File: src/hw/eva_npa_pkg.sv
// eva to npa translation package
// mesh geometry, eva field positions per address class
// and the address-class enum shared by the translator blocks

package eva_npa_pkg;

  // address and coordinate widths
  localparam int eva_width_c      = 32;
  localparam int pod_cord_width_c = 3;
  localparam int x_sub_width_c    = 4;
  localparam int y_sub_width_c    = 4;
  localparam int x_cord_width_c   = pod_cord_width_c + x_sub_width_c;
  localparam int y_cord_width_c   = pod_cord_width_c + y_sub_width_c;
  // word address inside an endpoint
  localparam int epa_width_c      = 16;

  // tiles per pod
  localparam int num_tiles_x_c        = 16;
  localparam int num_tiles_y_c        = 8;
  localparam int vcache_block_words_c = 8;

  // vcache rows frame the tile array, tiles sit on rows 1..8
  localparam logic [y_sub_width_c-1:0] north_vcache_sub_c = 4'd0;
  localparam logic [y_sub_width_c-1:0] south_vcache_sub_c = y_sub_width_c'(num_tiles_y_c + 1);

  // keeps tile-group accesses inside dmem
  localparam logic [epa_width_c-1:0] tg_epa_mask_c = 16'h03FF;

  // class tags in the top eva bits
  localparam int         dram_tag_bit_c = 31;
  localparam logic [1:0] glb_tag_c      = 2'b01;
  localparam logic [2:0] tg_tag_c       = 3'b001;
  localparam logic [2:0] inv_tag_c      = 3'b000;

  // dram fields
  localparam int dram_word_lsb_c = 2;
  localparam int dram_word_msb_c = 4;
  localparam int dram_col_lsb_c  = 5;
  localparam int dram_col_msb_c  = 8;
  localparam int dram_ns_bit_c   = 9;
  localparam int dram_blk_lsb_c  = 10;
  localparam int dram_blk_msb_c  = 30;

  // global fields
  localparam int glb_y_msb_c    = 29;
  localparam int glb_y_lsb_c    = 24;
  localparam int glb_x_msb_c    = 23;
  localparam int glb_x_lsb_c    = 18;
  localparam int glb_word_msb_c = 17;
  localparam int glb_word_lsb_c = 2;

  // tile-group fields
  localparam int tg_y_msb_c    = 27;
  localparam int tg_y_lsb_c    = 25;
  localparam int tg_x_msb_c    = 24;
  localparam int tg_x_lsb_c    = 21;
  localparam int tg_word_msb_c = 17;
  localparam int tg_word_lsb_c = 2;

  // address class of a translated eva
  typedef enum logic [1:0] {
    ADDR_DRAM       = 2'd0,
    ADDR_GLOBAL     = 2'd1,
    ADDR_TILE_GROUP = 2'd2,
    ADDR_INVALID    = 2'd3
  } addr_kind_e;

endpackage

File: src/hw/direct_addr_map.sv
// direct address mapper
// global eva: coordinates and word address coded in the eva
// tile-group eva: tile offset added to the tile-group origin,
// kept inside the pod and the dmem window

module direct_addr_map (
  input  logic [eva_npa_pkg::eva_width_c-1:0]      eva_i,
  input  logic [eva_npa_pkg::x_sub_width_c-1:0]    tgo_x_i,
  input  logic [eva_npa_pkg::y_sub_width_c-1:0]    tgo_y_i,
  input  logic [eva_npa_pkg::pod_cord_width_c-1:0] pod_x_i,
  input  logic [eva_npa_pkg::pod_cord_width_c-1:0] pod_y_i,
  output logic [eva_npa_pkg::x_cord_width_c-1:0]   glb_x_o,
  output logic [eva_npa_pkg::y_cord_width_c-1:0]   glb_y_o,
  output logic [eva_npa_pkg::epa_width_c-1:0]      glb_epa_o,
  output logic [eva_npa_pkg::x_cord_width_c-1:0]   tg_x_o,
  output logic [eva_npa_pkg::y_cord_width_c-1:0]   tg_y_o,
  output logic [eva_npa_pkg::epa_width_c-1:0]      tg_epa_o
);

  import eva_npa_pkg::*;

  localparam int tg_x_w_lp = tg_x_msb_c - tg_x_lsb_c + 1;
  localparam int tg_y_w_lp = tg_y_msb_c - tg_y_lsb_c + 1;

  // tile offset inside the group
  logic [tg_x_w_lp-1:0]     tg_x_off;
  logic [tg_y_w_lp-1:0]     tg_y_off;
  // subcords after adding the origin
  logic [x_sub_width_c-1:0] tg_x_sub;
  logic [y_sub_width_c-1:0] tg_y_sub;

  // global class
  // 6-bit fields widen to full coordinates
  assign glb_x_o   = x_cord_width_c'(eva_i[glb_x_msb_c:glb_x_lsb_c]);
  assign glb_y_o   = y_cord_width_c'(eva_i[glb_y_msb_c:glb_y_lsb_c]);
  // byte offset to word address
  assign glb_epa_o = eva_i[glb_word_msb_c:glb_word_lsb_c];

  // tile-group class
  assign tg_x_off = eva_i[tg_x_msb_c:tg_x_lsb_c];
  assign tg_y_off = eva_i[tg_y_msb_c:tg_y_lsb_c];

  // wraps around the pod width
  assign tg_x_sub = x_sub_width_c'((tgo_x_i + tg_x_off) % num_tiles_x_c);

  // wraps around the tile rows, then skips the north vcache row
  assign tg_y_sub = y_sub_width_c'(1 + ((tgo_y_i + tg_y_off) % num_tiles_y_c));

  // group never leaves the requester pod
  assign tg_x_o = {pod_x_i, tg_x_sub};
  assign tg_y_o = {pod_y_i, tg_y_sub};

  // only the dmem window is reachable
  assign tg_epa_o = eva_i[tg_word_msb_c:tg_word_lsb_c] & tg_epa_mask_c;

endmodule

File: config.mk
export PLATFORM = sky130hd
export DESIGN_NAME = direct_addr_map
export DESIGN_NICKNAME = d
export VERILOG_FILES = /design/src/hw/eva_npa_pkg.sv /design/src/hw/direct_addr_map.sv
export SDC_FILE = /design/constraint.sdc
export NUM_CORES = 1
export LEC_CHECK = 0
export BUFFER_PORTS_ARGS = -buffer_cell sky130_fd_sc_hd__buf_4
export CAP_MARGIN = 20
export CORE_MARGIN = 2
export CORE_UTILIZATION = 25
export DETAILED_ROUTE_END_ITERATION = 10
export PLACE_DENSITY = 0.9
export SLEW_MARGIN = 20
export SYNTH_ARGS = -nofsm -noshare
export SYNTH_HDL_FRONTEND = slang
export SYNTH_SLANG_ARGS = --single-unit
File: constraint.sdc
create_clock -name vclk -period 1.15
set_input_delay 0.0575 -clock vclk [all_inputs]
set_output_delay 0.0575 -clock vclk [all_outputs]
set_load 0.05 [all_outputs]
==> results.md <==
* Run status: complete, but fails checks
* Failing checks: setup timing
* Antenna cells at 0
* Post-route ant nets at 0
* Setup crit start: eva_i[25]
* Nets at 115
* Area leader, netlist: buf_4
* Routability cong. at 0.6423
* Synth top area share at 0.6812
* Core Area at 2191 um^2
* Final setup fails at 3
* Final WL at 985 um
* Setup crit end kind: output port
* Post-Syn Area at 573.1 um^2
* Synth cell count leaders: buf_4 (52), ha_1 (5), xnor2_1 (3), xor2_1 (3), fa_1 (2)
* Die height at 51.88 um
* Maximum fanout along the worst path at 2
* Vias at 316
* DRC at 0
* Crit path required time at 1090 ps
* Initial Utilization at 0.2616
* IO Count at 106
* DR iter-0 viols at 0
* IO Port Bufs at 29
* Die X at 51.88 um
* Count of flip-flops and latches at 0
* Worst hold path type: in -> out
* Storage element area at 0 um^2
* Max_cap viols at 0
* Final min period at 1486 ps
* Rows at 17
* Final core occ at 0.3027
* Hold Vio Cnt, Final at 0
* Placed cells at 86
* Pin count of the biggest net entering global routing at 4
* Crit Path Category: in -> out
* Netlist cell types at 11
* Worst vdd ir at 0.4141 mV
* First-pass GRT wire length at 1442 um
* Vias in the first global route at 330
* Fin. max-slew vios at 0
* Startpoint class of the critical path: primary input
* DP HPWL at 859.2 um
* Remaining Overflow, GRT at 0
* Drt first pass iters at 1
* Mapped Cells at 71
* Final std cells w/o fill at 88
* Initial antenna violation count at 0
* Top post-synthesis cells by area: buf_4 (68%), ha_1 (11%), fa_1 (7.0%), xnor2_1 (4.6%), xor2_1 (4.6%)
* Most frequent cell after synthesis: buf_4
* PD cells at 1047 nW/um^2
* Vias per cell at 3.591
* Crit path DAT at 1430 ps
* Lkg Pwr at 0.0003164 uW
* # hold bufs at CTS at 0
* Die Area at 2691 um^2
* Fin Setup TNS at -733.9 ps
* Pre-CTS setup slack at -489.6 ps
* Total power at 694.2 uW
* Avg WL per Cell at 11.19 um
* Area grow syn2layout at 15.72%
* Share of layout cells above drive strength 1 at 0.7833
* RSZ-0062 raised after global routing: yes
* Fmax at 0.6730 GHz
* Worst Setup Slack, final at -335.9 ps
* Tcrit/Tclk final at 1.292
* Synthesis Warnings at 0
* Sequential share of the synthesized area at 0
* Clock buffers at 0
* Hold_sp: eva_i[20]
* Syn_area_per_cell at 8.071 um^2
* Tot GR Track Use at 0.06928
## cell families (layout without fill, tap and decap cells)
kind of cell               Yosys count  after routing  synth area share
other                                1              8          0.006544
xor gates and xnor gates             6              6           0.09172
AOI/OAI and AO/OA                    2              2           0.02183
buffers and inverters               53             35            0.6878
and+or+nand+nor                      2              2           0.01309
adders and majority gates            7              7            0.1790
## what timing repair did
action / 4_1_cts / 5_1_grt
resized for setup: 13 / 2
setup buffers: 2 / 1
setup endpoints to repair: 5 / 6
pin swaps: 10 / 6
## path summary, 6_finish.rpt
path	slack (ps)	end	cells past startpoint
worst max-delay path	-340	tg_y_o[2]	8
worst min-delay path	120	glb_x_o[2]	0
## routing by layer
layer | global-route usage | vias to the layer above | part of all wire
met2 | 0.1414 | 27 | 0.62
li1 | - | 135 | -
met5 | 0 | - | 0
met3 | 0.02299 | 13 | 0.14
met4 | 0.04386 | 0 | 0.036
met1 | 0.05282 | 141 | 0.21
## placed cells by master, fill, tap and decap left out, types with 2 or more instances in the layout
master / count
buf_8: 2
fa_2: 2
ha_4: 4
conb_1: 8
buf_4: 26
buf_6: 6
xnor2_2: 2
## worst max-delay path, cell delays in order
cell and delay [ps]:
buf_8 100, ha_4 150, fa_2 370, xor2_2 170, xnor2_2 140, buf_4 150, xnor2_4 130, buf_6 170
## power by group
part	internal (uW)	leakage [uW]	switching, uW
Combinational	275	0.000316	419
Sequential	0	0	0
Clock	0	0	0
## cell type report
cell class | instances | area (um^2)
multi-input cells | 25 | 331.6
well taps | 28 | 35.03
inverters | 1 | 3.754
repair buffers | 34 | 292.8
fillers | 225 | 1528
## per-stage QoR
step	hold WS, ps	instance area (um^2)
final	115.0	663.1
after global routing	115.1	663.1
after CTS	115.3	648.1
after detailed placement	115.3	579.3
after global placement	115.3	579.3
after floorplan	282.1	694.4
Power figures use the tool's default switching activity.
