==> src/hw/eva_npa_pkg.sv <==
// eva to npa translation package
// mesh geometry, eva field positions per address class
// and the address-class enum shared by the translator blocks

package eva_npa_pkg;

  // address and coordinate widths
  localparam int eva_width_c      = 32;
  localparam int pod_cord_width_c = 3;
  localparam int x_sub_width_c    = 4;
  localparam int y_sub_width_c    = 4;
  localparam int x_cord_width_c   = pod_cord_width_c + x_sub_width_c;
  localparam int y_cord_width_c   = pod_cord_width_c + y_sub_width_c;
  // word address inside an endpoint
  localparam int epa_width_c      = 16;

  // tiles per pod
  localparam int num_tiles_x_c        = 16;
  localparam int num_tiles_y_c        = 8;
  localparam int vcache_block_words_c = 8;

  // vcache rows frame the tile array, tiles sit on rows 1..8
  localparam logic [y_sub_width_c-1:0] north_vcache_sub_c = 4'd0;
  localparam logic [y_sub_width_c-1:0] south_vcache_sub_c = y_sub_width_c'(num_tiles_y_c + 1);

  // keeps tile-group accesses inside dmem
  localparam logic [epa_width_c-1:0] tg_epa_mask_c = 16'h03FF;

  // class tags in the top eva bits
  localparam int         dram_tag_bit_c = 31;
  localparam logic [1:0] glb_tag_c      = 2'b01;
  localparam logic [2:0] tg_tag_c       = 3'b001;
  localparam logic [2:0] inv_tag_c      = 3'b000;

  // dram fields
  localparam int dram_word_lsb_c = 2;
  localparam int dram_word_msb_c = 4;
  localparam int dram_col_lsb_c  = 5;
  localparam int dram_col_msb_c  = 8;
  localparam int dram_ns_bit_c   = 9;
  localparam int dram_blk_lsb_c  = 10;
  localparam int dram_blk_msb_c  = 30;

  // global fields
  localparam int glb_y_msb_c    = 29;
  localparam int glb_y_lsb_c    = 24;
  localparam int glb_x_msb_c    = 23;
  localparam int glb_x_lsb_c    = 18;
  localparam int glb_word_msb_c = 17;
  localparam int glb_word_lsb_c = 2;

  // tile-group fields
  localparam int tg_y_msb_c    = 27;
  localparam int tg_y_lsb_c    = 25;
  localparam int tg_x_msb_c    = 24;
  localparam int tg_x_lsb_c    = 21;
  localparam int tg_word_msb_c = 17;
  localparam int tg_word_lsb_c = 2;

  // address class of a translated eva
  typedef enum logic [1:0] {
    ADDR_DRAM       = 2'd0,
    ADDR_GLOBAL     = 2'd1,
    ADDR_TILE_GROUP = 2'd2,
    ADDR_INVALID    = 2'd3
  } addr_kind_e;

endpackage

==> src/hw/eva_xlate_port.sv <==
// translator request port
// four-phase req/ack controller around the combinational mappers
// registers the eva and its context on request, then the npa
// one edge later, and holds it until the request drops

module eva_xlate_port (
  input  logic                                     clk_i,
  input  logic                                     arst_n_i,
  input  logic                                     req_i,
  input  logic [eva_npa_pkg::eva_width_c-1:0]      eva_i,
  input  logic [eva_npa_pkg::x_sub_width_c-1:0]    tgo_x_i,
  input  logic [eva_npa_pkg::y_sub_width_c-1:0]    tgo_y_i,
  input  logic [eva_npa_pkg::pod_cord_width_c-1:0] pod_x_i,
  input  logic [eva_npa_pkg::pod_cord_width_c-1:0] pod_y_i,
  input  logic [eva_npa_pkg::x_cord_width_c-1:0]   x_in_i,
  input  logic [eva_npa_pkg::y_cord_width_c-1:0]   y_in_i,
  input  logic [eva_npa_pkg::epa_width_c-1:0]      epa_in_i,
  input  eva_npa_pkg::addr_kind_e                  kind_in_i,
  output logic                                     ack_o,
  output logic [eva_npa_pkg::eva_width_c-1:0]      eva_q_o,
  output logic [eva_npa_pkg::x_sub_width_c-1:0]    tgo_x_q_o,
  output logic [eva_npa_pkg::y_sub_width_c-1:0]    tgo_y_q_o,
  output logic [eva_npa_pkg::pod_cord_width_c-1:0] pod_x_q_o,
  output logic [eva_npa_pkg::pod_cord_width_c-1:0] pod_y_q_o,
  output logic [eva_npa_pkg::x_cord_width_c-1:0]   x_cord_o,
  output logic [eva_npa_pkg::y_cord_width_c-1:0]   y_cord_o,
  output logic [eva_npa_pkg::epa_width_c-1:0]      epa_o,
  output eva_npa_pkg::addr_kind_e                  kind_o,
  output logic                                     invalid_o
);

  import eva_npa_pkg::*;

  // idle: waiting for req, busy: mappers settling, hold: ack up
  typedef enum logic [1:0] {
    IDLE = 2'd0,
    BUSY = 2'd1,
    HOLD = 2'd2
  } state_e;

  state_e state_q;

  // fsm and ack
  always_ff @(posedge clk_i or negedge arst_n_i) begin
    if (!arst_n_i) begin
      state_q <= IDLE;
      ack_o   <= 1'b0;
    end else begin
      case (state_q)
        IDLE: begin
          if (req_i) begin
            state_q <= BUSY;
          end
        end
        BUSY: begin
          state_q <= HOLD;
          ack_o   <= 1'b1;
        end
        HOLD: begin
          // release phase
          if (!req_i) begin
            state_q <= IDLE;
            ack_o   <= 1'b0;
          end
        end
        default: begin
          state_q <= IDLE;
          ack_o   <= 1'b0;
        end
      endcase
    end
  end

  // request capture
  always_ff @(posedge clk_i) begin
    if (state_q == IDLE && req_i) begin
      eva_q_o   <= eva_i;
      tgo_x_q_o <= tgo_x_i;
      tgo_y_q_o <= tgo_y_i;
      pod_x_q_o <= pod_x_i;
      pod_y_q_o <= pod_y_i;
    end
  end

  // result registers, loaded once per exchange
  always_ff @(posedge clk_i or negedge arst_n_i) begin
    if (!arst_n_i) begin
      x_cord_o  <= '0;
      y_cord_o  <= '0;
      epa_o     <= '0;
      kind_o    <= ADDR_INVALID;
      invalid_o <= 1'b0;
    end else if (state_q == BUSY) begin
      x_cord_o  <= x_in_i;
      y_cord_o  <= y_in_i;
      epa_o     <= epa_in_i;
      kind_o    <= kind_in_i;
      invalid_o <= (kind_in_i == ADDR_INVALID);
    end
  end

  // requester must keep req up until ack arrives
  assert property (@(posedge clk_i) disable iff (!arst_n_i)
    $rose(ack_o) |-> $past(req_i))
    else $error("ack rose without an active request");

  // npa stays put for the whole ack phase
  assert property (@(posedge clk_i) disable iff (!arst_n_i)
    (ack_o && $past(ack_o)) |-> $stable({x_cord_o, y_cord_o, epa_o, kind_o, invalid_o}))
    else $error("npa changed while ack was high");

endmodule

==> config.mk <==
export PLATFORM = sky130hd
export DESIGN_NAME = eva_xlate_port
export DESIGN_NICKNAME = d
export VERILOG_FILES = /design/src/hw/eva_npa_pkg.sv /design/src/hw/eva_xlate_port.sv
export SDC_FILE = /design/constraint.sdc
export NUM_CORES = 1
export LEC_CHECK = 0
export BUFFER_PORTS_ARGS = -buffer_cell sky130_fd_sc_hd__buf_2
export CORE_AREA = 2 2 94 96
export CTS_CLUSTER_SIZE = 16
export DETAILED_ROUTE_END_ITERATION = 8
export DIE_AREA = 0 0 96 98
export PLACE_DENSITY = 0.66
export SLEW_MARGIN = 20
export SYNTH_ARGS = -nofsm -noshare
export SYNTH_HDL_FRONTEND = slang
export SYNTH_SLANG_ARGS = --single-unit
==> constraint.sdc <==
create_clock -name clk_i -period 2.8 [get_ports clk_i]
set_input_delay 0.42 -clock clk_i [delete_from_list [all_inputs] [get_ports clk_i]]
set_output_delay 0.42 -clock clk_i [all_outputs]
set_load 0.005 [all_outputs]
==> results of run 1 <==
[cell type report]
class,count,area (µm²),share of cell area
inverter,2,7.51,0.00186
multi-input combinational,41,531,0.131
clock buffer,9,124,0.0307
clock inverter,6,138,0.0341
sequential,82,2280,0.566
tap,108,135,0.0335
timing repair buffer,162,816,0.202
[sequential cells by signal (all words and copies together) (netlist names), 3 cells and up]
signal	cells
y_cord_o	7
epa_o	16
x_cord_o	7
pod_y_q_o	3
pod_x_q_o	3
tgo_y_q_o	4
eva_q_o	32
tgo_x_q_o	4
[metrics by stage]
step                      setup slack [ns]  power (mW)  area [µm²]  instances   util
after floorplan                      0.626        2.60        2880        129      -
after global routing                  1.09        4.35        4040        410  0.477
after detailed placement              1.16        3.07        3770        395  0.446
after CTS                             1.15        4.18        4040        410  0.477
after global placement                1.21        3.04        3770        395  0.446
final                                 1.19        4.11        4040        410  0.477
[layer usage]
| metal | wire length [µm] | share of wire | track usage | up-vias |
|---|---|---|---|---|
| met5 | 0 | 0 | 0 | - |
| li1 | - | - | - | 805 |
| met3 | 745 | 0.14 | 0.0502 | 7 |
| met1 | 2390 | 0.44 | 0.145 | 765 |
| met2 | 2230 | 0.41 | 0.161 | 129 |
| met4 | 55 | 0.010 | 0.0462 | 0 |
[cells in the final DEF, fill, tap and decap left out, types with 2 or more instances in the layout]
cell       Yosys  final
mux2_4        28     28
dfrtp_1       34     34
edfxtp_1      46     46
buf_2          0    160
bufinv_16      0      4
clkbuf_8       0      9
buf_4          0      2
nor2_1         3      2
inv_1          2      2
mux2_2         4      4
inv_6          0      2
dfstp_2        2      2
[final timing paths]
check	start	end	slack [ns]	depth (start not counted)
max	state_q[1]	x_cord_o[6]	1.19	3
min	arst_n_i	epa_o[6]	0.15	1
max reg2reg	state_q[1]	x_cord_o[6]	1.19	3
min reg2reg	y_cord_o[4]	y_cord_o[4]	0.51	1
max in group asynchronous	arst_n_i	epa_o[10]	2.14	1
min in group clk_i	tgo_x_i[3]	tgo_x_q_o[3]	0.24	1
[synthesized netlist by cell type]
cell type  instances  area share
a21oi_1            1      0.0017
buf_12             3       0.021
buf_6              1      0.0039
dfrtp_1           34        0.30
dfstp_2            2       0.018
edfxtp_1          46        0.48
inv_1              2      0.0026
mux2_2             4       0.016
mux2_4            28        0.15
mux2i_1            1      0.0035
nand2_1            1      0.0013
nand2b_1           1      0.0022
nor2_1             3      0.0039
nor2b_1            1      0.0022
o21bai_1           1      0.0026
[logic make-up after synthesis]
kind of cell	synth area share
AOI/OAI and AO/OA	0.00435
buffers and inverters	0.0274
DFF	0.794
muxes	0.165
and+or+nand+nor	0.00956
[power by group through the flow]
| stage | clock network, mW | registers, mW | logic [mW] |
|---|---|---|---|
| final | 1.09 | 1.90 | 1.12 |
| after global placement | 0 | 1.91 | 1.13 |
| after detailed placement | 0 | 1.91 | 1.16 |
| after global routing | 1.18 | 1.95 | 1.23 |
| after CTS | 1.12 | 1.91 | 1.15 |
| after floorplan | 0 | 1.95 | 0.651 |
==> metrics.yaml, run 1 <==
die:
  die-area_mm2: 0.00941
  initial_core_util: 0.340
  die_w_um: 96
  die_h_um: 98
  row_count: 34
  core-area_mm2: 0.00847
  ios: 161
synthesis:
  synth_cells: 129
  synth_fp_nets: 210
  synth_cell_types: 15
  ys_warn_count: 0
  syn_area_mm2: 0.00288
  syn_avg_cell_area_um2: 22.3
  synth_seq_cells: 82
  seq_area_frac_synth: 0.794
drt:
  ant_nets: 0
  drt_iter0_markers: 49
  via_per_inst: 4.16
  first_pass_iters: 4
  finalWirelength_mm: 5.42
  wl_per_cell_um: 13.2
  vias: 1706
  route.detailed.drc: 0
global_route:
  grt_pass1_wl_mm: 7.86
  antenna_found_initial: 0
  grt_max_degree: 47
  grtUsageTotal: 0.111
  grt_pass1_vias: 1669
  gr-total-overflow: 0
critical_path:
  path_buf_inv: 1
  worstPathRequired_ns: 3.03
  cp.arrival_ns: 1.84
  path_max_fanout: 34
  crit_family: "flip-flops"
  start_kind: "flop"
  end_kind: "flop"
  slowest_delay_ns: 0.48
  critical_path.cell_chain: "nor2b_4 -> buf_4 -> mux2_2"
  slowest_stage: "dfrtp_1"
  crit_type: "reg2reg"
clock_tree:
  cts.htree.levels: 3
  cts-root-buf: "clkbuf_8"
  cts_sinks: 82
  clockBufferDepth: 2
  clk_latency_ns: 0.34
  tritoncts: "done"
  path_clk_slew_ns: 0.08
  holdBufCountCts: 0
  postCtsResizedCells: 0
  post_cts_buffers: 0
  numCtsBuffers: 9
timing:
  slew_viol_final: 0
  fin_crit_ns: 1.61
  timing.fmax_mhz: 622
  setup_viol: 0
  slew_headroom: 0.475
  hold_viol_final: 0
  rsz0062_at_grt: "no"
  worst_pin_slew_ns: 0.788
  holdWs_ns: 0.155
  skew_ns: 0.00410
  period_share: 0.574
  tns_ns: 0
power:
  p_seq_frac: 0.461
  p_switching_mw: 1.03
  clock_power_share: 0.266
  p_comb_frac: 0.273
  switching_share: 0.249
  p_leak_nw: 1.88
  power_density_mw_per_mm2: 1020
  max-vdd-ir-drop_uv: 417
  p_int_mw: 3.09
final_layout:
  fillers: 764
  area_delta_synth_final_pct: 40.2
  fin_nets: 379
  drive_above_1_share: 0.705
  num_antenna_cells: 0
status:
  status: "finished clean"
place:
  numPortBuffers: 160
  gp_routability_congestion: 0.691
  hpwl_mm: 4.02
flow_run:
  cap_violations: 0
worst_hold_path:
  hold_path.class: "in2async"
Note: power is estimated with default switching activity, not from simulation.
==> inputs of run 2 (changes only) <==
Settings changed: PLACE_DENSITY 0.66 to 0.64.
Clock period 2.8 ns to 1.62 ns, I/O delays scaled along.
==> metrics.yaml, run 2 (synthesis results as in run 1) <==
status:
  status: "finished clean"
drt:
  via_per_inst: 4.20  # +0.96%
  wl_per_cell_um: 13.5  # +1.9%
  route.detailed.drc: 0  # unchanged
  ant_nets: 0  # unchanged
  first_pass_iters: 4  # unchanged
  topRoutingLayerUsed: "met4"
  wl_met2_mm: 2.33  # +4.4%
  wl_met1_mm: 2.48  # +3.9%
  finalWirelength_mm: 5.56  # +2.6%
  wl_met3_um: 730  # -2.0%
  drt_iter0_markers: 30  # -39%
  vias: 1735  # +1.7%
clock_tree:
  postCtsResizedCells: 0  # unchanged
  numCtsBuffers: 9  # unchanged
  cts-root-buf: "clkbuf_8"
  post_cts_buffers: 0  # unchanged
  cts.htree.levels: 3  # unchanged
  path_clk_slew_ns: 0.08  # about the same
  cts_sinks: 82  # unchanged
  tritoncts: "done"
  clk_latency_ns: 0.33  # about the same
  clockBufferDepth: 2  # unchanged
worst_hold_path:
  hold_depth: 1
  hold_path.class: "in2reg"
  hold_start: "eva_i[14]"
  hold_end: "eva_q_o[14]"
timing:
  slew_headroom: 0.697  # +0.223
  holdWs_ns: 0.0767  # -0.0782 ns
  hold_viol_final: 0  # unchanged
  timing.fmax_mhz: 684  # +9.9%
  rsz0062_at_grt: "no"
  setup_viol: 0  # unchanged
  fin_crit_ns: 1.46  # -0.145 ns
  skew_ns: 0.00582  # +0.00172 ns
  worst_pin_slew_ns: 0.454  # -0.334 ns
  slew_viol_final: 0  # unchanged
  period_share: 0.903  # +0.329
critical_path:
  slowest_stage: "dfrtp_1"
  path_max_fanout: 31  # -8.8%
  cp.arrival_ns: 1.68  # -0.16 ns
  crit_family: "flip-flops"
  r2r_cells: 3  # unchanged
  critical_path.cell_chain: "nor2b_4 -> buf_12 -> mux2_2"
  rrSetupSlack_ns: 0.16  # -1.04 ns
  worstPathRequired_ns: 1.84  # -1.19 ns
  slowest_delay_ns: 0.47  # about the same
  r2r_start: "state_q[1]"
  path_buf_inv: 1  # unchanged
  timing.rr.end: "x_cord_o[6]"
  crit_type: "reg2reg"
  end_kind: "flop"
  start_kind: "flop"
global_route:
  grt_pass1_vias: 1743  # +4.4%
  grt_pass1_wl_mm: 8.31  # +5.8%
  antenna_found_initial: 0  # unchanged
  gr-total-overflow: 0  # unchanged
  grt_max_degree: 47  # unchanged
  grtUsageTotal: 0.115  # +0.00424
die:
  row_count: 34  # unchanged
  die_w_um: 96  # unchanged
  ios: 161  # unchanged
  die_h_um: 98  # unchanged
  core-area_mm2: 0.00847  # unchanged
  die-area_mm2: 0.00941  # unchanged
  initial_core_util: 0.340  # unchanged
power:
  max-vdd-ir-drop_uv: 874  # +110%
  power_mw: 7.19  # +75%
  power_density_mw_per_mm2: 1760  # +73%
  p_leak_nw: 1.90  # +1.1%
final_layout:
  fin_nets: 381  # +0.53%
  area_delta_synth_final_pct: 42.0
  largest_reg_flops: 32  # unchanged
  final_cell_mix: "160 x buf_2, 46 x edfxtp_1, 34 x dfrtp_1, 28 x mux2_4, 9 x clkbuf_8"
  final_common_cell: "buf_2"
  top_register: "eva_q_o"
  fillers: 757  # -0.92%
  top_regs: "eva_q_o (32), epa_o (16)"
  drive_above_1_share: 0.705  # about the same
  num_antenna_cells: 0  # unchanged
flow_run:
  cap_violations: 0  # unchanged
place:
  gp_routability_congestion: 0.676  # -2.2%
  numPortBuffers: 160  # unchanged
run 2: report_power, final:
part	leakage [nW]	switching (mW)	internal, mW
clock	0.131	0.717	1.19
sequential	0.856	0.313	2.96
combinational	0.913	0.769	1.24
total	1.90	1.80	5.39
run 2: worst max path at each step:
stage,start,end,slack (ns),depth (start not counted)
floorplan,state_q[0],eva_q_o[0],-0.02,2
detailed placement,state_q[1],x_cord_o[6],0.17,3
global placement,state_q[1],x_cord_o[6],0.19,3
global route,state_q[1],y_cord_o[6],0.09,3
finish,state_q[1],x_cord_o[6],0.16,3
CTS,state_q[1],x_cord_o[6],0.15,3
run 2: routing by layer:
metal / vias to the layer above / GRT usage
met3: 2 / 0.0532
met2: 130 / 0.174
li1: 812 / -
met5: - / 0
met4: 0 / 0.0297
met1: 791 / 0.151
run 2: timing repair:
action | 4_1_cts | 5_1_grt
endpoints found under the hold margin | 34 | 0
setup endpoints to repair | 0 | 0
hold buffers | 1 | 0
run 2: layout make-up:
cell class | count | area (µm²) | share of cell area
flip-flops and latches | 82 | 2280 | 0.559
clock inverters | 6 | 138 | 0.0337
repair buffers | 164 | 858 | 0.210
multi-input cells | 41 | 538 | 0.132
inverters | 2 | 7.51 | 0.00184
well taps | 108 | 135 | 0.0330
clock buffers | 10 | 128 | 0.0312
run 2: through the flow:
step	TNS [ns]	std cells	util	area, µm²	setup slack, ns
floorplan	-0.767	129	-	2890	-0.0167
global placement	0	396	0.450	3810	0.194
detailed placement	0	396	0.450	3810	0.169
CTS	0	413	0.483	4090	0.146
global route	0	413	0.483	4090	0.0943
finish	0	413	0.483	4090	0.157
